==> src/logic/speckle_pkg.sv <==
`default_nettype none

package speckle_pkg;

    // One ADC sample per pixel
    localparam int ADC_W = 12;

    typedef logic [ADC_W-1:0] pixel_t;

    // Cycles per strobe phase, a zero behaves as one
    localparam int DIV_W = 24;

    typedef logic [DIV_W-1:0] clk_div_t;

    typedef enum logic {
        MODE_SCAN   = 1'b0,
        MODE_CONFIG = 1'b1
    } mode_e;

    // Commands for the on-chip shift registers
    typedef enum logic [1:0] {
        CMD_ROW_RST = 2'd0,
        CMD_ROW_BIT = 2'd1,
        CMD_COL_BIT = 2'd2,
        CMD_KEY     = 2'd3
    } chip_cmd_e;

    typedef enum logic [3:0] {
        ST_IDLE    = 4'd0,
        ST_ISSUE   = 4'd1,
        ST_ACK     = 4'd2,
        ST_REL     = 4'd3,
        ST_ADC_ARM = 4'd4,
        ST_ADC     = 4'd5,
        ST_RD      = 4'd6,
        ST_DONE    = 4'd7
    } seq_state_e;

endpackage

`default_nettype wire

==> src/logic/chip_cmd_if.sv <==
`timescale 1ns/1ps
`default_nettype none

interface chip_cmd_if;
    import speckle_pkg::*;

    logic      req;
    chip_cmd_e cmd;
    logic      bit_val;
    clk_div_t  clk_div;
    logic      ack;

    // Four-phase req/ack, cmd and bit_val held while req is high
    modport ctrl (
        output req,
        output cmd,
        output bit_val,
        output clk_div,
        input  ack
    );

    modport drv (
        input  req,
        input  cmd,
        input  bit_val,
        input  clk_div,
        output ack
    );

endinterface

`default_nettype wire

==> src/logic/chip_driver.sv <==
`timescale 1ns/1ps
`default_nettype none

module chip_driver (
    input  logic    clk,
    input  logic    i_rst_n,
    chip_cmd_if.drv chip,
    output logic    o_row_clk,
    output logic    o_row_data,
    output logic    o_row_rst,
    output logic    o_col_clk,
    output logic    o_col_data,
    output logic    o_key_wren
);
    import speckle_pkg::*;

    typedef enum logic [2:0] {
        DRV_IDLE,
        DRV_SETUP,
        DRV_HIGH,
        DRV_LOW,
        DRV_ACK
    } drv_state_e;

    drv_state_e state;
    clk_div_t   cnt_q;
    clk_div_t   div_eff;
    logic [3:0] strobe_q;

    assign div_eff = (chip.clk_div == '0) ? clk_div_t'(1) : chip.clk_div;

    // One strobe per command code
    assign o_row_rst  = strobe_q[CMD_ROW_RST];
    assign o_row_clk  = strobe_q[CMD_ROW_BIT];
    assign o_col_clk  = strobe_q[CMD_COL_BIT];
    assign o_key_wren = strobe_q[CMD_KEY];

    always_ff @(posedge clk) begin
        if (!i_rst_n) begin
            state      <= DRV_IDLE;
            cnt_q      <= '0;
            strobe_q   <= '0;
            o_row_data <= 1'b0;
            o_col_data <= 1'b0;
            chip.ack   <= 1'b0;
        end else begin
            case (state)
                DRV_IDLE: begin
                    // Data goes out one cycle ahead of the strobe
                    if (chip.req) begin
                        o_row_data <= (chip.cmd == CMD_ROW_BIT) && chip.bit_val;
                        o_col_data <= (chip.cmd == CMD_COL_BIT) && chip.bit_val;
                        state      <= DRV_SETUP;
                    end
                end
                DRV_SETUP: begin
                    strobe_q[chip.cmd] <= 1'b1;
                    cnt_q              <= div_eff - 1'b1;
                    state              <= DRV_HIGH;
                end
                DRV_HIGH: begin
                    if (cnt_q == '0) begin
                        strobe_q   <= '0;
                        o_row_data <= 1'b0;
                        o_col_data <= 1'b0;
                        cnt_q      <= div_eff - 1'b1;
                        state      <= DRV_LOW;
                    end else begin
                        cnt_q <= cnt_q - 1'b1;
                    end
                end
                DRV_LOW: begin
                    if (cnt_q == '0) begin
                        chip.ack <= 1'b1;
                        state    <= DRV_ACK;
                    end else begin
                        cnt_q <= cnt_q - 1'b1;
                    end
                end
                DRV_ACK: begin
                    if (!chip.req) begin
                        chip.ack <= 1'b0;
                        state    <= DRV_IDLE;
                    end
                end
                default: state <= DRV_IDLE;
            endcase
        end
    end

    a_req_held: assert property (@(posedge clk) disable iff (!i_rst_n)
        chip.req && !chip.ack |=> chip.req);

    a_cmd_stable: assert property (@(posedge clk) disable iff (!i_rst_n)
        chip.req |=> !chip.req || ($stable(chip.cmd) && $stable(chip.bit_val)));

endmodule

`default_nettype wire

==> src/flat_wrapper.sv <==
// flat-port wrapper written by rule: the top's interface ports become plain ports
module chip_driver_flat import speckle_pkg::*;
  (clk, i_rst_n, o_row_clk, o_row_data, o_row_rst, o_col_clk, o_col_data, o_key_wren, chip_req, chip_cmd, chip_bit_val, chip_clk_div, chip_ack);
  chip_cmd_if chip_i ();
  input  logic clk;
  input  logic i_rst_n;
  output logic o_row_clk;
  output logic o_row_data;
  output logic o_row_rst;
  output logic o_col_clk;
  output logic o_col_data;
  output logic o_key_wren;
  input wire logic [$bits(chip_i.req)-1:0] chip_req;
  input wire logic [$bits(chip_i.cmd)-1:0] chip_cmd;
  input wire logic [$bits(chip_i.bit_val)-1:0] chip_bit_val;
  input wire logic [$bits(chip_i.clk_div)-1:0] chip_clk_div;
  output wire logic [$bits(chip_i.ack)-1:0] chip_ack;
  assign chip_i.req = chip_req;
  assign chip_i.cmd = chip_cmd;
  assign chip_i.bit_val = chip_bit_val;
  assign chip_i.clk_div = chip_clk_div;
  assign chip_ack = chip_i.ack;
  chip_driver u_core (.clk(clk), .i_rst_n(i_rst_n), .chip(chip_i), .o_row_clk(o_row_clk), .o_row_data(o_row_data), .o_row_rst(o_row_rst), .o_col_clk(o_col_clk), .o_col_data(o_col_data), .o_key_wren(o_key_wren));
endmodule
==> config.mk <==
export PLATFORM = sky130hd
export DESIGN_NAME = chip_driver_flat
export DESIGN_NICKNAME = d
export VERILOG_FILES = /design/src/logic/speckle_pkg.sv /design/src/logic/chip_cmd_if.sv /design/src/logic/chip_driver.sv /design/src/flat_wrapper.sv
export SDC_FILE = /design/constraint.sdc
export NUM_CORES = 1
export LEC_CHECK = 0
export ABC_AREA = 1
export CORE_ASPECT_RATIO = 1.2
export CORE_MARGIN = 2
export CORE_UTILIZATION = 28
export DETAILED_ROUTE_END_ITERATION = 10
export DONT_BUFFER_PORTS = 1
export PLACE_DENSITY = 0.41
export SYNTH_ARGS = -nofsm -noshare
export SYNTH_HDL_FRONTEND = slang
export SYNTH_SLANG_ARGS = --single-unit
export TNS_END_PERCENT = 1
==> constraint.sdc <==
create_clock -name clk -period 2 [get_ports clk]
set_clock_uncertainty 0.1 [all_clocks]
set_input_delay 0.1 -clock clk [delete_from_list [all_inputs] [get_ports clk]]
set_output_delay 0.1 -clock clk [all_outputs]
set_load 0.02 [all_outputs]
**Word-level counts from Yosys, hierarchy flattened**

Cells that the tools add are included.

- Add/sub/neg operators: 2
- Magnitude comparators: 2
- Equal/unequal tests: 11
- Multiplexer cells: 21
- Bitwise operators: 1
- Reductions and logical operators: 15

Operators with widths:

| operator | count |
|---|---|
| 2-to-1 mux 24 bit | 3 |
| case mux 24 bit (3 select lines) | 1 |
| logical NOT 24 bit | 2 |
| subtractor 24 x 1 -> 24 bit, second input constant | 2 |
| case mux 3 bit (5 select lines) | 1 |
| 2-to-1 mux 3 bit | 4 |
| case mux 4 bit (2 select lines) | 1 |
| equality test 3 x 2 -> 1 bit, second input constant | 2 |
| 2-to-1 mux 1 bit | 6 |
| != test 2 bit, second input constant | 3 |
| case mux 1 bit (2 select lines) | 3 |
| AND reduction 3 bit | 2 |
| nonzero test 2 bit | 3 |
| 2-to-1 mux 4 bit | 1 |
| != test 2 x 1 -> 1 bit, second input constant | 2 |
| bitwise OR 4 bit | 1 |
| AND reduction 2 bit | 2 |
| AND reduction 4 bit | 1 |
| equality test 3 x 1 -> 1 bit, second input constant | 1 |
| equality test 3 bit, second input constant | 1 |
| logical AND 1 bit | 3 |
| logical NOT 3 bit | 1 |
| less-than comparator 2 x 3 -> 1 bit, second input constant | 1 |
| nonzero test 3 bit | 1 |
| other kinds (4) | 4 |

- Flip-flop bits (word level): 34
- Bits of input ports: 30
- Output and inout bits: 7
- Word-level logic and storage cells: 58

**Depth between registers and ports, before layout**

Gate-level depths: netlist (run 1).

- Word-level depth: 6
- Depth in mapped cells: 17
- Gate-level depth less buffers: 17

**Worst setup path after synthesis (run 1)**

No wires, ideal clock.

- Path type: in2reg
- From: input port chip_clk_div[11]
- To: register u_core.cnt_q[16]
- Library setup time: 109 ps
- Arrival time: 1,644 ps
- Required time: 1,791 ps
- Path slack: 147 ps
- Cell stages on the path: 17
- Buffers on the path: 0
- Cell sequence: nor2_1 > nand2_1 > nor2_2 > nand3_2 > nand2_1 > inv_1 > ha_1 > nand2_1 > nor2_1 > nand2_1 > nand2_1 > nand2_1 > nand2_1 > nand3_1 > nand4_1 > nand2_1 > inv_1

- Word-level cells in the longest chain between the ends: 5

RTL lines:

| item | line | source |
|---|---|---|
| start, declared | flat_wrapper.sv:16 | `input wire logic [$bits(chip_i.clk_div)-1:0] chip_clk_div;` |
| logical NOT 24 bit | chip_driver.sv:30 | `assign div_eff = (chip.clk_div == '0) ? clk_div_t'(1) : chip.clk_div;` |
| 2-to-1 mux 24 bit (*) | chip_driver.sv:30 |  |
| subtractor 24 x 1 -> 24 bit (*) | chip_driver.sv:58, chip_driver.sv:66 |  |
| 2-to-1 mux 24 bit | chip_driver.sv:62 | `if (cnt_q == '0) begin` |
| case mux 24 bit (3 select lines) (*) | chip_driver.sv:47 | `case (state)` |
| end signal, assigned | chip_driver.sv:58 | `cnt_q <= div_eff - 1'b1;` |
| end signal, assigned | chip_driver.sv:66 | `cnt_q <= div_eff - 1'b1;` |
| end signal, assigned | chip_driver.sv:69 | `cnt_q <= cnt_q - 1'b1;` |
| end, declared | chip_driver.sv:26 | `clk_div_t cnt_q;` |

Mark *: on every way between the ends. The rest lies on a longest branch, timed or not.
A chain may end at the register's enable or synchronous reset.

**Final worst setup path (run 1)**

- From: register u_core.cnt_q[0]
- To: register u_core.cnt_q[18]

- Word-level cells in the longest chain between the ends: 3
- Elaborated cells between the ends (all ways): 7
- Classes of those cells: 1 x add/sub; 1 x eq/ne; 3 x mux; 2 x reduce/logical

RTL lines:

| item | line | source |
|---|---|---|
| subtractor 24 x 1 -> 24 bit / logical NOT 24 bit (equally long branches) | - |  |
| 2-to-1 mux 24 bit, or another cell as far along | chip_driver.sv:73 | `if (cnt_q == '0) begin` |
| case mux 24 bit (3 select lines) / AND reduction 2 bit (equally long branches) | - |  |

Several ways; a longest one is shown, not always the timed one. The select of a mux whose other input is x is not followed.

==> run metrics, run 1 <==
post-synthesis register bit count 34; Ports 37; CP Class flop to flop; global-route usage over all layers approximately 18%; n_diodes 0; Slew Viols, Final 0; drt first-iter violations about 160; Die X 97.67 um; DR WL/cell approximately 15 um; Power Dens Cells about 1000 mW/mm2; # fillers around 1.2k; CP Launch Type flop; vias in the first global route 3239; Core ar. about 0.010 mm2; antenna violations before repair 0; Max-Cap Viols 0; CTS root buffer clkbuf_16; Final TNS setup 0 ps; outcome finished clean; VDD IR-drop max around 0.35 mV; critical path data arrival time 1980 ps; global-route wire length before repair between 15 and 20 mm; Synth area leaders dfxtp_1 (23%), nand2_1 (14%), nor2_1 (11%); row count 41; most frequent cell after synthesis nand2_1; CTS sink cnt 34; GPL Wtd Cong 0.8718; unrepaired setup endpoints after global routing yes; Post-synth top flop dfxtp_1; post-synthesis net count 531; Synth-to-Final Area Change 23.56%; Final ANT Viol Nets 0; Yosys Warn Count 0; Design Power 3.796 mW; Rel. slew slack a little under a third; Clock Latency Late Sink around 280 ps; crit path time final about 1900 ps; Cell Area, Synth about 0.0029 mm2; final global-route overflow total 0; clk slew on worst S/H paths 60 ps; Total Wirelength between 9 and 10 mm; worst-path fanout max 17; die height approximately 120 um; drt first pass iters 4; htree depth 2; vias per cell around 4.8; layout cells sized above 1 approximately an eighth; Post-synth ARST share 0%; Min-Delay Path Class input port to flop; DP HPWL 7.787 mm; Pleak roughly 1.7 nW; Mapped Avg Cell Area approximately 5.9 um2; # DRC 0; Post-synth EDFFs 0; Fmax achieved between 500 and 600 MHz; transition time of the tightest slew-check pin approximately 1000 ps; post-CTS setup buffer count 0; vias post-DR between 3k and 4k; post-synth top area share ~23%; Mapped Cells ~500; Critical Path RT 2080 ps; Hold Vio Cnt, Final 0; largest net degree at the start of global routing 27; register area share after synthesis a little under a quarter; die area about 0.011 mm2; CTS Buf Count 5; Worst Setup End Kind flop; top cells by count, synth nand2_1 (112), nor2_1 (88), inv_1 (67); I/O Buffers 0; Util after Layout between 30% and 40%; CTS tree yes; clock buffer depth 2; Initial Util between 20% and 30%; Yosys top cell by area dfxtp_1; Netlist cell types 36; Final nets roughly 580; Tcrit/Tclk final between 90% and 100%; Setup Viol. Count Final 0
==> stage by stage <==
stage / area, um2 / hold slack [ps] / instances / setup slack, ps
after detailed placement: 3311 / 145.1 / 654 / -10.97
after CTS: 3617 / 16.58 / 677 / 24.94
after global placement: 3311 / 133.3 / 654 / -7.227
after global routing: 3642 / 47.22 / 677 / -13.86
after floorplan: 2948 / 160.0 / 499 / 147.2
final: 3642 / 24.78 / 677 / 100.6
==> layout by cell type (no fill, tap or decap), types with 15 or more instances in the layout <==
cell | Yosys | final
a21oi_1 | 33 | 32
buf_4 | 1 | 35
dfxtp_1 | 34 | 34
dlygate4sd3_1 | 0 | 15
inv_1 | 67 | 67
nand2_1 | 112 | 112
nand3_1 | 50 | 50
nor2_1 | 88 | 87
o21ai_0 | 17 | 16
o21ai_1 | 14 | 15
xor2_1 | 16 | 16
==> layout make-up <==
type	count	area, um2	area share, %
clock buffer	7	142.6	3.916
clock inverter	1	5.005	0.1374
inverter	69	266.5	7.317
multi-input combinational	386	1953	53.62
sequential	34	680.7	18.69
tap	129	161.4	4.431
timing repair buffer	51	432.9	11.89
==> per-layer routing <==
layer | global-route usage [%] | vias up | routed length, um
met5 | 0 | - | 0
met4 | 9.259 | 0 | 377
met3 | 2.932 | 24 | 406
met2 | 32.64 | 98 | 4815
met1 | 20.07 | 1420 | 4226
li1 | - | 1694 | -
==> what timing repair did <==
action                                  CTS  global route
hold endpoints to repair                 34             0
endpoints found under the setup margin    2            14
hold buffers                             15             0
gates resized for setup                   1             7
==> report_power, final <==
group          total, mW  switching [mW]  leakage, nW  internal, mW
clock              0.795           0.301       0.0739         0.494
sequential         0.981           0.150        0.280         0.831
combinational       2.02            1.24         1.38         0.775
total               3.80            1.70         1.74          2.10
==> critical path: stages (launching register included) <==
cell	delay, ps
dfxtp_1	320
inv_1	90
ha_2	210
nand2_4	90
nor2_8	130
nand3_4	130
nand2_4	130
nand2_8	120
buf_4	200
o21ai_1	110
inv_1	50
nand2_1	60
inv_1	40
==> worst paths after layout <==
kind / startpoint / slack (ps) / cells past startpoint / endpoint
worst max-delay path: u_core.cnt_q[0]$_SDFFE_PN0P_ / 100 / 12 / u_core.cnt_q[18]$_SDFFE_PN0P_
worst max register to register: u_core.cnt_q[0]$_SDFFE_PN0P_ / 100 / 12 / u_core.cnt_q[18]$_SDFFE_PN0P_
worst min register to register: u_core.cnt_q[23]$_SDFFE_PN0P_ / 430 / 2 / u_core.cnt_q[23]$_SDFFE_PN0P_
worst min-delay path: chip_clk_div[12] / 20 / 5 / u_core.cnt_q[12]$_SDFFE_PN0P_
==> sequential cells by signal (all words and copies together) (netlist names) <==
signal	cells
u_core.state	3
u_core.strobe_q	4
u_core.o_col_data	1
u_core.chip.ack	1
u_core.o_row_data	1
u_core.cnt_q	24
==> cells by family after synthesis <==
logic type / share of synthesized area, %
AO/OA/AOI/OAI: 13.46
buffers and inverters: 11.71
AND/OR/NAND/NOR: 44.65
adder cells (fa/ha/maj): 0.8488
flip-flops: 23.09
XOR/XNOR: 6.239
No activity file was read; power rests on OpenSTA's default activity.
==> run 2: changes to the inputs <==
--- a/config.mk
+++ b/config.mk
@@ -9,8 +9,10 @@
 export CORE_ASPECT_RATIO = 1.2
 export CORE_MARGIN = 2
 export CORE_UTILIZATION = 28
+export CTS_BUF_LIST = sky130_fd_sc_hd__clkbuf_8
 export DETAILED_ROUTE_END_ITERATION = 10
 export DONT_BUFFER_PORTS = 1
+export GPL_ROUTABILITY_DRIVEN = 0
 export PLACE_DENSITY = 0.41
 export SYNTH_ARGS = -nofsm -noshare
 export SYNTH_HDL_FRONTEND = slang
==> run 2 against run 1 <==
Flip-flop and latch count is the same. Worst hold slack lost 16 ps. Cell area is 0.52% lower. Routed wire length decreased by 0.93%. Clock-buffer cell count is 1 lower. Global-route usage decreased by 0.16 points. Critical path depth shrank 1. Sequential power about the same. Combinational power is essentially flat. Via count down 0.56%. Highest routed layer unchanged.
==> run metrics, run 2 (synthesized netlist as in run 1, its figures left out) <==
clock buffer depth 2; most common cell after layout, fill and taps aside nand2_1; vias per cell 4.739; Synth-to-Final Area Change 22.92%; antenna violations before repair 0; most flop-heavy register u_core.cnt_q; critical path data arrival time between 1500 and 2000 ps; global-route usage over all layers between 10% and 20%; DP HPWL a little under 8 mm; outcome finished clean; Final nets roughly 580; Final TNS setup 0 ps; die area about 0.011 mm2; crit path time final 1864 ps; final global-route overflow total 0; vias post-DR 3218; htree depth 2; Clock Latency Late Sink 300 ps; Largest regs u_core.cnt_q (24), u_core.strobe_q (4), u_core.state (3); Die X a little under 100 um; CTS sink cnt 34; Slew Viols, Final 0; met1 Use GR between 10% and 20%; Rel. slew slack 33.04%; commonest non-fill, non-tap cells in the layout nand2_1 (112), nor2_1 (86), inv_1 (68), nand3_1 (49), buf_4 (37); DR WL/cell approximately 14 um; Total Wirelength ~9.7 mm; layout cells sized above 1 13.27%; met2 global-route usage ~32%; Worst Setup End Kind flop; Max-Cap Viols 0; # DRC 0; area of the multi-input gates between 0.0015 and 0.002 mm2; clk slew on worst S/H paths ~80 ps; Final ANT Viol Nets 0; drt first-iter violations 163; Power Dens Cells ~990 mW/mm2; CTS tree yes; die height around 120 um; Fmax achieved 536.5 MHz; Critical Path RT roughly 2100 ps; CP Launch Type flop; Pleak about 1.7 nW; CTS root buffer clkbuf_8; Core ar. just over 0.01 mm2; CTS Buf Count 5; Setup Viol. Count Final 0; CP Class flop to flop; I/O Buffers 0; n_diodes 0; vias in the first global route ~3.1k; Design Power 3.577 mW; row count between 40 and 50; Min-Delay Path Class input port to flop; worst-path fanout max 17; Storage cell area approximately 680 um2; Util after Layout between 30% and 40%; largest net degree at the start of global routing 27; unrepaired setup endpoints after global routing no; Tcrit/Tclk final 93.19%; global-route wire length before repair roughly 16 mm; Most Crowded Layer GR met2; transition time of the tightest slew-check pin between 1000 and 1500 ps; drt first pass iters 4; # fillers between 1k and 1.5k; VDD IR-drop max roughly 0.26 mV; routing usage on met3 ~3.2%; Ports 37; Initial Util 28.45%; Hold Vio Cnt, Final 0; max reg flops 24
run 2: changes by cell type in the layout (fill, tap and decap cells not counted):
cell       delta
clkbuf_8      +5
ha_2          -1
nor2_1        -1
buf_4         +2
inv_1         +1
clkbuf_16     -5
nand3_2       +1
clkbuf_1      -1
nand3_1       -1
ha_4          +1
nor2_4        +1
run 2: final cells by class:
cell class | count | share of cell area, %
clock buffers | 6 | 2.279
clock inverters | 2 | 0.2417
inverters | 69 | 7.355
multi-input cells | 386 | 54.52
flip-flops and latches | 34 | 18.78
well taps | 129 | 4.454
repair buffers | 53 | 12.36
run 2: final timing paths:
kind                                                    start                            end  slack (ps)  cells past startpoint
worst max register to register  u_core.cnt_q[12]$_SDFFE_PN0P_  u_core.cnt_q[18]$_SDFFE_PN0P_         140                     11
worst min-delay path                          chip_clk_div[7]   u_core.cnt_q[7]$_SDFFE_PN0P_           9                      4
worst max-delay path            u_core.cnt_q[12]$_SDFFE_PN0P_  u_core.cnt_q[18]$_SDFFE_PN0P_         140                     11
worst min register to register  u_core.cnt_q[23]$_SDFFE_PN0P_  u_core.cnt_q[23]$_SDFFE_PN0P_         430                      2
run 2: critical path: stages (launching register included):
cell and delay [ps]:
dfxtp_1 320, nor2_1 180, nand2_1 150, nor2_4 170
nand3_4 140, nand2_4 130, nand2_8 110, buf_4 200
o21ai_1 110, inv_1 60, nand2_1 60, inv_1 30
run 2: repair_timing:
| item | in CTS | in global routing |
|---|---|---|
| gates resized for setup | 1 | 11 |
| setup endpoints to repair | 1 | 21 |
| buffers inserted | 0 | 2 |
| hold buffers | 15 | 0 |
| hold endpoints to repair | 34 | 0 |
| pin swaps | 0 | 2 |
run 2: metrics by stage:
| stage | instance area (um2) | hold slack (ps) | setup WS [ps] | std cells |
|---|---|---|---|---|
| after floorplan | 2948 | 160.0 | 147.2 | 499 |
| after detailed placement | 3311 | 145.3 | -37.82 | 654 |
| final | 3623 | 8.924 | 136.2 | 679 |
| after global placement | 3311 | 131.7 | -17.56 | 654 |
| after global routing | 3623 | 28.82 | 13.33 | 679 |
| after CTS | 3561 | 1.601 | 15.90 | 677 |
run 2: layer usage:
layer	vias to the layer above	routed length [um]
li1	1692	-
met1	1421	4139
met2	78	4738
met3	27	401
met4	0	455
met5	-	0
run 2: power by group:
group,switching (mW),internal [mW]
logic,1.25,0.792
clock network,0.278,0.273
registers,0.153,0.830
total,1.68,1.89
