### src/logic/pixel_counter.sv
`timescale 1ns/1ps
`default_nettype none

module pixel_counter #(
    parameter int N_ROWS = 24,
    parameter int N_COLS = 24
) (
    input  logic                             clk,
    input  logic                             i_rst_n,
    input  logic                             i_clear,
    input  logic                             i_advance_col,
    input  logic                             i_advance_row,
    output logic [$clog2(N_COLS)-1:0]        o_col_idx,
    output logic                             o_col_last,
    output logic                             o_row_last,
    output logic                             o_row_first,
    output logic [$clog2(N_ROWS*N_COLS)-1:0] o_addr
);
    localparam int COL_W  = $clog2(N_COLS);
    localparam int ROW_W  = $clog2(N_ROWS);
    localparam int ADDR_W = $clog2(N_ROWS * N_COLS);

    logic [COL_W-1:0] col_q;
    logic [ROW_W-1:0] row_q;

    always_ff @(posedge clk) begin
        if (!i_rst_n || i_clear) begin
            col_q <= '0;
            row_q <= '0;
        end else begin
            if (i_advance_col) begin
                col_q <= o_col_last ? '0 : col_q + 1'b1;
            end
            if (i_advance_row) begin
                row_q <= o_row_last ? '0 : row_q + 1'b1;
            end
        end
    end

    assign o_col_idx   = col_q;
    assign o_col_last  = (col_q == COL_W'(N_COLS - 1));
    assign o_row_last  = (row_q == ROW_W'(N_ROWS - 1));
    assign o_row_first = (row_q == '0);

    // Row-major linear address
    assign o_addr = ADDR_W'(row_q) * ADDR_W'(N_COLS) + ADDR_W'(col_q);

    a_addr_range: assert property (@(posedge clk) disable iff (!i_rst_n)
        int'(o_addr) < N_ROWS * N_COLS);

endmodule

`default_nettype wire

### config.mk
export PLATFORM = sky130hd
export DESIGN_NAME = pixel_counter
export DESIGN_NICKNAME = d
export VERILOG_FILES = /design/src/logic/pixel_counter.sv
export SDC_FILE = /design/constraint.sdc
export NUM_CORES = 1
export LEC_CHECK = 0
export ABC_AREA = 1
export BUFFER_PORTS_ARGS = -buffer_cell sky130_fd_sc_hd__buf_2
export CORE_MARGIN = 2
export CORE_UTILIZATION = 51
export CTS_CLUSTER_DIAMETER = 50
export CTS_CLUSTER_SIZE = 14
export DETAILED_ROUTE_END_ITERATION = 8
export GPL_ROUTABILITY_DRIVEN = 0
export GPL_TIMING_DRIVEN = 0
export PLACE_DENSITY_LB_ADDON = 0.05
export SLEW_MARGIN = 40
export SYNTH_ARGS = -nofsm -noshare
export SYNTH_HDL_FRONTEND = slang
export SYNTH_SLANG_ARGS = --single-unit
### constraint.sdc
create_clock -name clk -period 2.7 [get_ports clk]
set_input_delay 0.54 -clock clk [delete_from_list [all_inputs] [get_ports clk]]
set_output_delay 0.54 -clock clk [all_outputs]
set_load 0.05 [all_outputs]
* Yosys cells after proc, flatten, opt, wreduce, memory -nomap -nowiden
Cells that the tools add are included.
Word-level totals: output and inout bits 18, register bits 10
Operators by class: multiplexer cells 2, multipliers 1, equality and inequality tests 2, reduce and logical (&&, ||, !) cells 3, $add $sub $neg 3
Operator list (number):
- $add A10 B5 Y10 | 1
- $add A5 B1 Y5 const B | 2
- $eq A5 B5 Y1 const B | 2
- $mux W5 | 2
- $mul A5 B2 Y7 const B | 1
- $logic_not A5 Y1 | 1
- $logic_not A1 Y1 | 1
- $logic_or A1 B1 Y1 | 1

* Longest topological paths before layout
Gate-level depths: netlist of run 1.
depth in word-level cells 2, gate-level depth with buffers 10, depth with buffers taken out 10

* Worst setup path before layout of run 1
No wires, ideal clock.
path kind flip-flop to output port, start register row_q[0], end output port o_addr[6], arrival time 2.168 ns, slack -0.008 ns, required time 2.160 ns, stages on the path, launching flop included 8, path through dfxtp_1 -> inv_1 -> ha_1 -> ha_1 -> nand2_1 -> inv_1 -> o21ai_0 -> xor2_1
On the way: longest elaborated chain between the ends 2
RTL lines:
- start, declared | line 24 | logic [ROW_W-1:0] row_q;
- start signal, assigned | line 35 | row_q <= o_row_last ? '0 : row_q + 1'b1;
- $mul A5 B2 Y7 | line 46 | assign o_addr = ADDR_W'(row_q) * ADDR_W'(N_COLS) + ADDR_W'(col_q);
- $add A10 B5 Y10 | line 46
- end, declared | line 17 | output logic [$clog2(N_ROWS*N_COLS)-1:0] o_addr
Every way passes these cells.

* Worst setup path in the final report of run 1
Same ends and word-level chain as after synthesis.

==> results of run 1 <==
[metal layers]
layer  track usage  vias to the layer above  routed length (um)  share of wire
met5             0                        -                   0              0
met4        0.0412                        0                   0              0
met3        0.0880                        0                 109          0.060
met2         0.340                       22                 901           0.50
met1         0.249                      376                 793           0.44
li1              -                      440                   -              -
[power groups by stage]
stage | Combinational, W | Clock, W | Sequential, W
2_1_floorplan | 0.0000287 | 0 | 0.000159
3_3_place_gp | 0.0000421 | 0 | 0.000156
3_5_place_dp | 0.0000424 | 0 | 0.000156
4_1_cts | 0.0000429 | 0.000144 | 0.000153
5_1_grt | 0.0000469 | 0.000154 | 0.000152
6_report | 0.0000430 | 0.000140 | 0.000151
[cell families after synthesis]
logic type                 share of synthesized area
AOI/OAI and AO/OA                             0.0668
xor gates and xnor gates                      0.0711
adders and majority gates                      0.235
buffers and inverters                          0.113
DFF                                            0.232
and+or+nand+nor                                0.282
[cell type report]
| class | count | area [sq um] | area share |
|---|---|---|---|
| Buffer | 3 | 22.5 | 0.0208 |
| Clock buffer | 4 | 36.3 | 0.0335 |
| Inverter | 20 | 75.1 | 0.0694 |
| Multi-Input combinational cell | 90 | 593 | 0.548 |
| Sequential cell | 10 | 210 | 0.194 |
| Tap cell | 16 | 20.0 | 0.0185 |
| Timing Repair Buffer | 22 | 125 | 0.116 |
[metrics by stage]
step | area (sq um) | TNS (ns)
5_1_grt | 1080 | -0.0251
3_5_place_dp | 992 | 0
6_report | 1080 | 0
4_1_cts | 1030 | 0
3_3_place_gp | 992 | 0
2_1_floorplan | 862 | -0.00818
[path summary, 6_finish.rpt]
| check | from | to | slack [ns] | depth (start not counted) |
|---|---|---|---|---|
| hold reg to reg | row_q[0] | row_q[0] | 0.50 | 1 |
| setup reg to reg | row_q[0] | row_q[4] | 1.40 | 4 |
| hold / removal | row_q[0] | row_q[0] | 0.50 | 1 |
| setup / recovery | row_q[0] | o_addr[6] | 0.11 | 8 |
[cell usage in the layout (no fill, tap or decap)]
cell,n
nor2_2,1
nor2_4,1
fa_2,1
ha_1,12
xnor2_2,1
xor2_1,6
o21ai_0,2
dfxtp_2,2
dfxtp_4,2
ha_2,1
dfxtp_1,6
buf_2,19
inv_1,20
a21oi_1,7
o21ai_2,1
clkbuf_8,1
nand2_2,2
nand4_1,4
clkbuf_4,3
nand3_1,12
buf_6,2
a211oi_1,1
nor3_1,1
nor2_1,11
nand2_1,25
buf_4,4
fa_1,1
[flip-flops by register name, summed over array words and instances, names as in the netlist]
register,flops
o_col_idx,5
row_q,5
[what timing repair did]
| action | in CTS | in global routing |
|---|---|---|
| cloned | 0 | 0 |
| pin swaps | 0 | 3 |
| setup endpoints to repair | 4 | 4 |
| gates resized for setup | 4 | 18 |
[critical path, stage by stage, from the launching register on]
cell and delay [ns]:
dfxtp_4 0.39, inv_1 0.05, ha_1 0.35, ha_1 0.29
nand2_1 0.07, inv_1 0.05, o21ai_2 0.16, xor2_1 0.15
buf_2 0.27
==> flow_metrics.py, run 1 <==
metrics = {
    "die": {
        "rows": 14,
        "ios": 23,
        "core_area_sq_um": 1540,
        "die_area_sq_um": 2040,
        "start_util": 0.559,
        "die_h_um": 45.1,
        "die_w_um": 45.1,
    },
    "clocking": {
        "clock_latency_ns": 0.27,
        "cts_tree": "built",
        "cts_buffers": 3,
        "holdBufCountCts": 0,
        "cts_sinks": 10,
        "cts_max_level": 1,
        "cts_max_path_buffers": 2,
        "cts_setup_buffers": 0,
        "cts_root_buf": "clkbuf_4",
        "clk_pin_slew_ns": 0.07,
    },
    "power": {
        "pwr-share-clk": 0.419,
        "pwr-share-comb": 0.129,
        "power.density_nw_per_um2": 309,
        "vdd_drop_max_mv": 0.277,
        "pwr-share-seq": 0.452,
        "p_sw_w": 0.0000923,
        "p_leak_nw": 0.599,
        "p_sw_frac": 0.276,
        "p_int_w": 0.000242,
        "power_w": 0.000334,
    },
    "global_route": {
        "overflow": 0,
        "grt_usage": 0.206,
        "grt_pass1_wl_mm": 3.01,
        "grt_max_degree": 9,
        "grt_pass1_vias": 749,
        "antenna_found_initial": 0,
    },
    "logic_synthesis": {
        "synth_commonest_cells": "nand2_1, inv_1, ha_1",
        "async_flop_share": 0,
        "ys_seq_area_frac": 0.232,
        "synth_largest_area_cell": "dfxtp_1",
        "ys_seq_elements": 10,
        "ys_warn_count": 0,
        "yosys.cell_count.top_type": "nand2_1",
        "netlist_top_cells_area": "dfxtp_1, ha_1, nand2_1, inv_1, nand3_1",
        "netlist_instances": 123,
        "synth_nets": 143,
        "synth_edf_count": 0,
        "syn_area_sq_um": 862,
        "ys.flop_type": "dfxtp_1",
        "synth.avg_cell_area_sq_um": 7.01,
        "ys_types": 16,
        "yosys.area.top_type_share": 0.232,
    },
    "setup_path": {
        "end_kind": "primary output",
        "worstSetupPathType": "register to primary output",
        "required_ns": 2.16,
        "crit_fanout": 7,
        "arrival_ns": 2.05,
        "crit_path_start_kind": "register",
    },
    "route": {
        "drc": 0,
        "dr.first_iter.drc_count": 5,
        "num_vias": 838,
        "first_pass_iters": 4,
        "antenna_left": 0,
        "vias_per_cell": 5.08,
        "finalWirelength_mm": 1.80,
        "avgRoutedWirePerCell_um": 10.9,
    },
    "final_layout": {
        "stdcell_count": 165,
        "n_fill_cell": 143,
        "nets": 170,
        "antennaDiodeCount": 0,
        "layout-drive-gt1-share": 0.275,
        "syn_to_final_growth_pct": 25.5,
        "utilization": 0.702,
    },
    "sta": {
        "fmax_mhz": 387,
        "timing.final.ws_setup_ns": 0.113,
        "slew_headroom": 0.787,
        "worst_pin_slew_ns": 0.316,
        "period_share": 0.958,
        "skew_ns": 0.000664,
        "finalSetupViolations": 0,
        "drv_slew": 0,
        "whs_ns": 0.496,
        "min_period_ns": 2.59,
        "hold_viol_final": 0,
    },
    "placement": {
        "placed_cells": 161,
        "dp_hpwl_mm": 1.38,
        "dp_slack_ns": 0.130,
        "io_buffers": 22,
    },
    "status": {
        "status": "finished, final reports clean",
    },
    "flow_run": {
        "cap_violations": 0,
    },
    "worst_hold_path": {
        "min_path_type": "register to register",
    },
}
No activity file was read; power rests on OpenSTA's default activity.
==> run 2, diff against run 1 <==
--- a/config.mk
+++ b/config.mk
@@ -8,7 +8,7 @@
 export ABC_AREA = 1
 export BUFFER_PORTS_ARGS = -buffer_cell sky130_fd_sc_hd__buf_2
 export CORE_MARGIN = 2
-export CORE_UTILIZATION = 51
+export CORE_UTILIZATION = 46
 export CTS_CLUSTER_DIAMETER = 50
 export CTS_CLUSTER_SIZE = 14
 export DETAILED_ROUTE_END_ITERATION = 8
==> constraint.sdc (replaced) <==
create_clock -name clk -period 2.2 [get_ports clk]
set_input_delay 0.44 -clock clk [delete_from_list [all_inputs] [get_ports clk]]
set_output_delay 0.44 -clock clk [all_outputs]
set_load 0.05 [all_outputs]
==> run 2 against run 1 <==
The run now ends with setup timing left. Non-clock buffer count rose by 8. First-iteration DRC count rose by 100%. Global-route usage rose by 1.0 points. Die area rose by 9.9%. Worst hold slack got worse by 0.063 ns. Sequential share of layout area fell by 3.7 points. Register-to-register slack got worse by 0.73 ns. Sequential power rose by 23%. Utilization rose by 6.7 points. Clock power rose by 22%. Via count rose by 8.2%. Critical path type unchanged. Critical endpoint is now o_addr[9]. Largest cell class unchanged. Largest power group unchanged.
==> flow_metrics.py, run 2 (synthesis results as in run 1) <==
metrics = {
    "global_route": {
        "grt_pass1_vias": 830,
        "grt_pass1_wl_mm": 3.36,
        "antenna_found_initial": 0,
        "overflow": 0,
        "grt_usage": 0.216,
        "grt_max_degree": 9,
    },
    "sta": {
        "drv_slew": 0,
        "slew_headroom": 0.772,
        "worst_pin_slew_ns": 0.339,
        "timing.final.ws_setup_ns": -0.331,
        "period_share": 1.15,
        "skew_ns": 0.000448,
        "fmax_mhz": 395,
        "hold_viol_final": 0,
        "rsz0062_at_grt": "yes",
        "min_period_ns": 2.53,
        "finalSetupViolations": 5,
    },
    "die": {
        "ios": 23,
        "die_area_sq_um": 2240,
        "rows": 15,
        "die_w_um": 47.3,
        "start_util": 0.494,
        "core_area_sq_um": 1750,
        "die_h_um": 47.3,
    },
    "worst_hold_path": {
        "holdPathStages": 2,
        "min_from": "i_advance_row",
        "min_path_type": "primary input to register",
    },
    "setup_path": {
        "setup.worst_path.end": "o_addr[9]",
        "crit_chain": "ha_4 -> fa_2 -> nand2_2 -> nor2_4 -> nand4_1 -> nand2_4 -> buf_8",
        "required_ns": 1.76,
        "crit_path_start_kind": "register",
        "cp_num_cells": 7,
        "crit_fanout": 4,
        "reg2reg_slack_ns": 0.67,
        "rr_endpoint": "row_q[4]",
        "end_kind": "primary output",
        "critPathBufInv": 1,
        "r2r_cells": 6,
        "cpLargestDelayFamily": "adder cells",
        "timing.rr.start": "row_q[0]",
        "startpoint": "row_q[1]",
        "arrival_ns": 2.09,
        "max_stage_delay_ns": 0.59,
        "worstSetupPathType": "register to primary output",
        "cpMaxStageDelayCell": "fa_2",
    },
    "placement": {
        "place_area_sq_um": 1090,
        "placed_cells": 170,
        "io_buffers": 22,
        "dp_hpwl_mm": 1.41,
    },
    "route": {
        "antenna_left": 0,
        "drc": 0,
        "num_vias": 907,
        "dr.first_iter.drc_count": 10,
        "avgRoutedWirePerCell_um": 12.0,
        "first_pass_iters": 4,
        "finalWirelength_mm": 2.18,
        "vias_per_cell": 4.98,
    },
    "clocking": {
        "cts_max_level": 1,
        "cts_root_buf": "clkbuf_4",
        "cts_buffers": 3,
        "clk_pin_slew_ns": 0.07,
        "clock_latency_ns": 0.27,
        "cts_max_path_buffers": 2,
        "cts_tree": "built",
        "cts_sinks": 10,
    },
    "status": {
        "violations": "setup timing",
        "status": "complete, but fails checks",
    },
    "final_layout": {
        "antennaDiodeCount": 0,
        "n_fill_cell": 131,
        "post-route-cell-area_sq_um": 1340,
        "nets": 178,
        "layout-drive-gt1-share": 0.408,
        "layout_commonest_cell": "nand2_1",
        "stdcell_count": 182,
        "syn_to_final_growth_pct": 55.7,
        "final_cell_mix": "nand2_1, inv_1, buf_2, nand3_1, nor2_1",
    },
    "flow_run": {
        "cap_violations": 0,
    },
    "power": {
        "power.density_nw_per_um2": 314,
        "vdd_drop_max_mv": 0.434,
        "p_leak_nw": 0.659,
    },
}
## run 2: cell types whose count changed in the layout (fill, tap and decap cells not counted), moves of 3 or more
cell     delta
buf_2       -3
buf_4       +6
buf_8       +3
ha_1        -3
ha_4        +4
nand2_1     -5
nand2_2     +3
xor2_1      -3
## run 2: metal layers
metal  global-route usage  vias to the layer above  part of all wire
met5                    0                        -                 0
met4               0.0722                        0            0.0096
met3               0.0615                        5             0.031
met2                0.395                       22              0.53
met1                0.235                      425              0.43
li1                     -                      455                 -
## run 2: area by class of cell
type / instances / area, sq um / share of cell area
plain buffers: 3 / 22.5 / 0.0168
clock buffers: 4 / 36.3 / 0.0270
inverters: 20 / 75.1 / 0.0559
multi-input cells: 90 / 734 / 0.547
flip-flops and latches: 10 / 211 / 0.158
well taps: 25 / 31.3 / 0.0233
repair buffers: 30 / 231 / 0.172
## run 2: where the power goes
group          internal (W)  switching, W  total (W)  leakage (nW)
clock network      0.000101     0.0000707   0.000171        0.0210
registers          0.000182    0.00000329   0.000185        0.0839
logic             0.0000223     0.0000423  0.0000646         0.554
## run 2: how the worst min path moves through the flow
stage                     slack, ns      endpoint
final                          0.43      row_q[0]
after global routing           0.43      row_q[0]
after CTS                      0.42      row_q[0]
after detailed placement       0.51  o_col_idx[1]
after global placement         0.49  o_col_idx[1]
after floorplan                0.47      row_q[0]
## run 2: repair_timing
item	4_1_cts	5_1_grt
endpoints found under the hold margin	0	0
setup endpoints to repair	6	6
gates resized for setup	28	9
cloned	0	0
setup buffers	5	3
pin swaps	8	7
hold buffers	0	0
## run 2: worst register-to-register path: cells and delay by family, from the launching register on
kind            cells  cell delay (ns)
compound gates      1             0.35
fa+ha+maj           1             0.21
buf+inv             2             0.24
flops               1             0.37
simple gates        2             0.25
## run 2: stage by stage
| stage | total power (W) | util | TNS [ns] | setup slack [ns] | hold slack (ns) |
|---|---|---|---|---|---|
| after floorplan | 0.000231 | - | 0 | 0.00790 | 0.473 |
| after global placement | 0.000244 | 0.627 | -0.761 | -0.281 | 0.494 |
| after detailed placement | 0.000245 | 0.627 | -0.851 | -0.310 | 0.507 |
| after CTS | 0.000418 | 0.728 | -1.06 | -0.343 | 0.424 |
| after global routing | 0.000441 | 0.769 | -1.52 | -0.388 | 0.430 |
| final | 0.000421 | 0.769 | -1.19 | -0.331 | 0.433 |
==> run 3, diff against run 2 <==
--- a/config.mk
+++ b/config.mk
@@ -7,7 +7,7 @@
 export LEC_CHECK = 0
 export ABC_AREA = 1
 export BUFFER_PORTS_ARGS = -buffer_cell sky130_fd_sc_hd__buf_2
-export CORE_MARGIN = 2
+export CORE_ASPECT_RATIO = 1.25
 export CORE_UTILIZATION = 46
 export CTS_CLUSTER_DIAMETER = 50
 export CTS_CLUSTER_SIZE = 14
==> run 3 against run 2 <==
The flow still finishes with violations (setup timing). Clock power is essentially flat. Sequential cell count is the same. Via count shrank 4.1%. Largest cell class unchanged. Largest power group unchanged.
==> flow_metrics.py, run 3 (synthesis results as in run 1) <==
metrics = {
    "worst_hold_path": {
        "min_path_type": "primary input to register",
        "min_from": "i_advance_col",
        "holdPathStages": 3,
        "worst_hold_path.endpoint": "o_col_idx[1]",
    },
    "power": {
        "power.density_nw_per_um2": 318,
        "vdd_drop_max_mv": 0.420,
        "p_leak_nw": 0.651,
    },
    "clocking": {
        "cts_buffers": 3,
        "cts_tree": "built",
        "cts_max_path_buffers": 2,
        "clock_latency_ns": 0.27,
        "cts_root_buf": "clkbuf_4",
        "cts_sinks": 10,
        "cts_max_level": 1,
        "clk_pin_slew_ns": 0.07,
        "holdBufCountCts": 0,
    },
    "setup_path": {
        "crit_fanout": 4,
        "required_ns": 1.76,
        "end_kind": "primary output",
        "timing.rr.start": "row_q[1]",
        "reg2reg_slack_ns": 0.76,
        "rr_endpoint": "row_q[3]",
        "r2r_cells": 5,
        "crit_path_start_kind": "register",
        "arrival_ns": 2.10,
        "worstSetupPathType": "register to primary output",
    },
    "sta": {
        "whs_ns": 0.447,
        "skew_ns": 0.00461,
        "finalSetupViolations": 5,
        "period_share": 1.15,
        "tns_ns": -1.29,
        "slew_headroom": 0.776,
        "worst_pin_slew_ns": 0.332,
        "drv_slew": 0,
        "hold_viol_final": 0,
        "fmax_mhz": 394,
        "timing.final.ws_setup_ns": -0.336,
        "min_period_ns": 2.54,
        "rsz0062_at_grt": "yes",
    },
    "flow_run": {
        "cap_violations": 0,
    },
    "final_layout": {
        "post-route-cell-area_sq_um": 1310,
        "antennaDiodeCount": 0,
        "layout_commonest_cell": "nand2_1",
        "n_fill_cell": 131,
        "nets": 176,
        "layout-drive-gt1-share": 0.374,
        "final_cell_mix": "nand2_1, inv_1, buf_2, nand3_1, nor2_1",
        "syn_to_final_growth_pct": 51.5,
    },
    "die": {
        "rows": 17,
        "ios": 23,
        "die_w_um": 40.7,
        "die_area_sq_um": 2050,
        "start_util": 0.488,
        "die_h_um": 50.4,
        "core_area_sq_um": 1770,
    },
    "global_route": {
        "overflow": 0,
        "grt_max_degree": 9,
        "grt_pass1_wl_mm": 3.26,
        "grt_usage": 0.233,
        "grt_pass1_vias": 811,
        "antenna_found_initial": 0,
    },
    "route": {
        "num_vias": 870,
        "dr.first_iter.drc_count": 6,
        "finalWirelength_mm": 2.13,
        "first_pass_iters": 2,
        "vias_per_cell": 5.00,
        "drc": 0,
        "avgRoutedWirePerCell_um": 12.2,
        "antenna_left": 0,
    },
    "status": {
        "status": "complete, but fails checks",
        "violations": "setup timing",
    },
    "placement": {
        "dp_slack_ns": -0.322,
        "place_area_sq_um": 1090,
        "dp_hpwl_mm": 1.48,
        "io_buffers": 22,
    },
}
==> run 3: cell count changes in the layout (fill, tap and decap cells not counted), sizes merged <==
| cell | previous run | this run |
|---|---|---|
| buf | 33 | 31 |
==> run 3: critical path, cell delays in order, from the launching register on <==
cell and delay [ns]:
dfxtp_4 0.37, ha_4 0.17, fa_2 0.59, nand2_2 0.09, nor2_4 0.17, buf_12 0.12, xor2_4 0.15, buf_8 0.16
==> run 3: cell type report <==
cell class / instances / area (sq um) / share of cell area
tap: 19 / 23.8 / 0.0182
timing repair buffer: 28 / 220 / 0.169
multi-input combinational: 90 / 717 / 0.549
buffer: 3 / 22.5 / 0.0172
inverter: 20 / 75.1 / 0.0575
clock buffer: 4 / 36.3 / 0.0278
sequential: 10 / 211 / 0.162
==> run 3: stage by stage <==
| stage | total power, W | utilization | std cells |
|---|---|---|---|
| floorplan | 0.000231 | - | 123 |
| global placement | 0.000244 | 0.616 | 164 |
| detailed placement | 0.000245 | 0.616 | 164 |
| CTS | 0.000419 | 0.717 | 172 |
| global route | 0.000433 | 0.740 | 174 |
| finish | 0.000416 | 0.740 | 174 |
==> run 3: repair_timing <==
item | CTS | global route
buffers inserted | 4 | 2
setup endpoints to repair | 6 | 6
pin swaps | 6 | 5
gates resized for setup | 28 | 6
==> run 3: routing by layer <==
| layer | track usage | vias up | share of wire |
|---|---|---|---|
| met5 | 0 | - | 0 |
| li1 | - | 453 | - |
| met2 | 0.429 | 17 | 0.57 |
| met4 | 0.100 | 0 | 0.022 |
| met3 | 0.0265 | 5 | 0.020 |
| met1 | 0.242 | 395 | 0.39 |
==> run 3: power by group <==
| part | internal (W) | leakage [nW] | switching, W | total (W) |
|---|---|---|---|---|
| registers | 0.000182 | 0.0839 | 0.00000371 | 0.000185 |
| logic | 0.0000205 | 0.546 | 0.0000409 | 0.0000614 |
| clock network | 0.000101 | 0.0210 | 0.0000684 | 0.000169 |
| total | 0.000303 | 0.651 | 0.000113 | 0.000416 |
==> run 3: worst max-delay path by stage <==
| stage | from | to | slack [ns] |
|---|---|---|---|
| final | row_q[1] | o_addr[7] | -0.34 |
| after floorplan | row_q[0] | o_addr[7] | 0.008 |
| after global routing | row_q[1] | o_addr[7] | -0.41 |
| after CTS | row_q[1] | o_addr[9] | -0.31 |
| after global placement | row_q[3] | o_addr[9] | -0.28 |
| after detailed placement | row_q[2] | o_addr[9] | -0.32 |
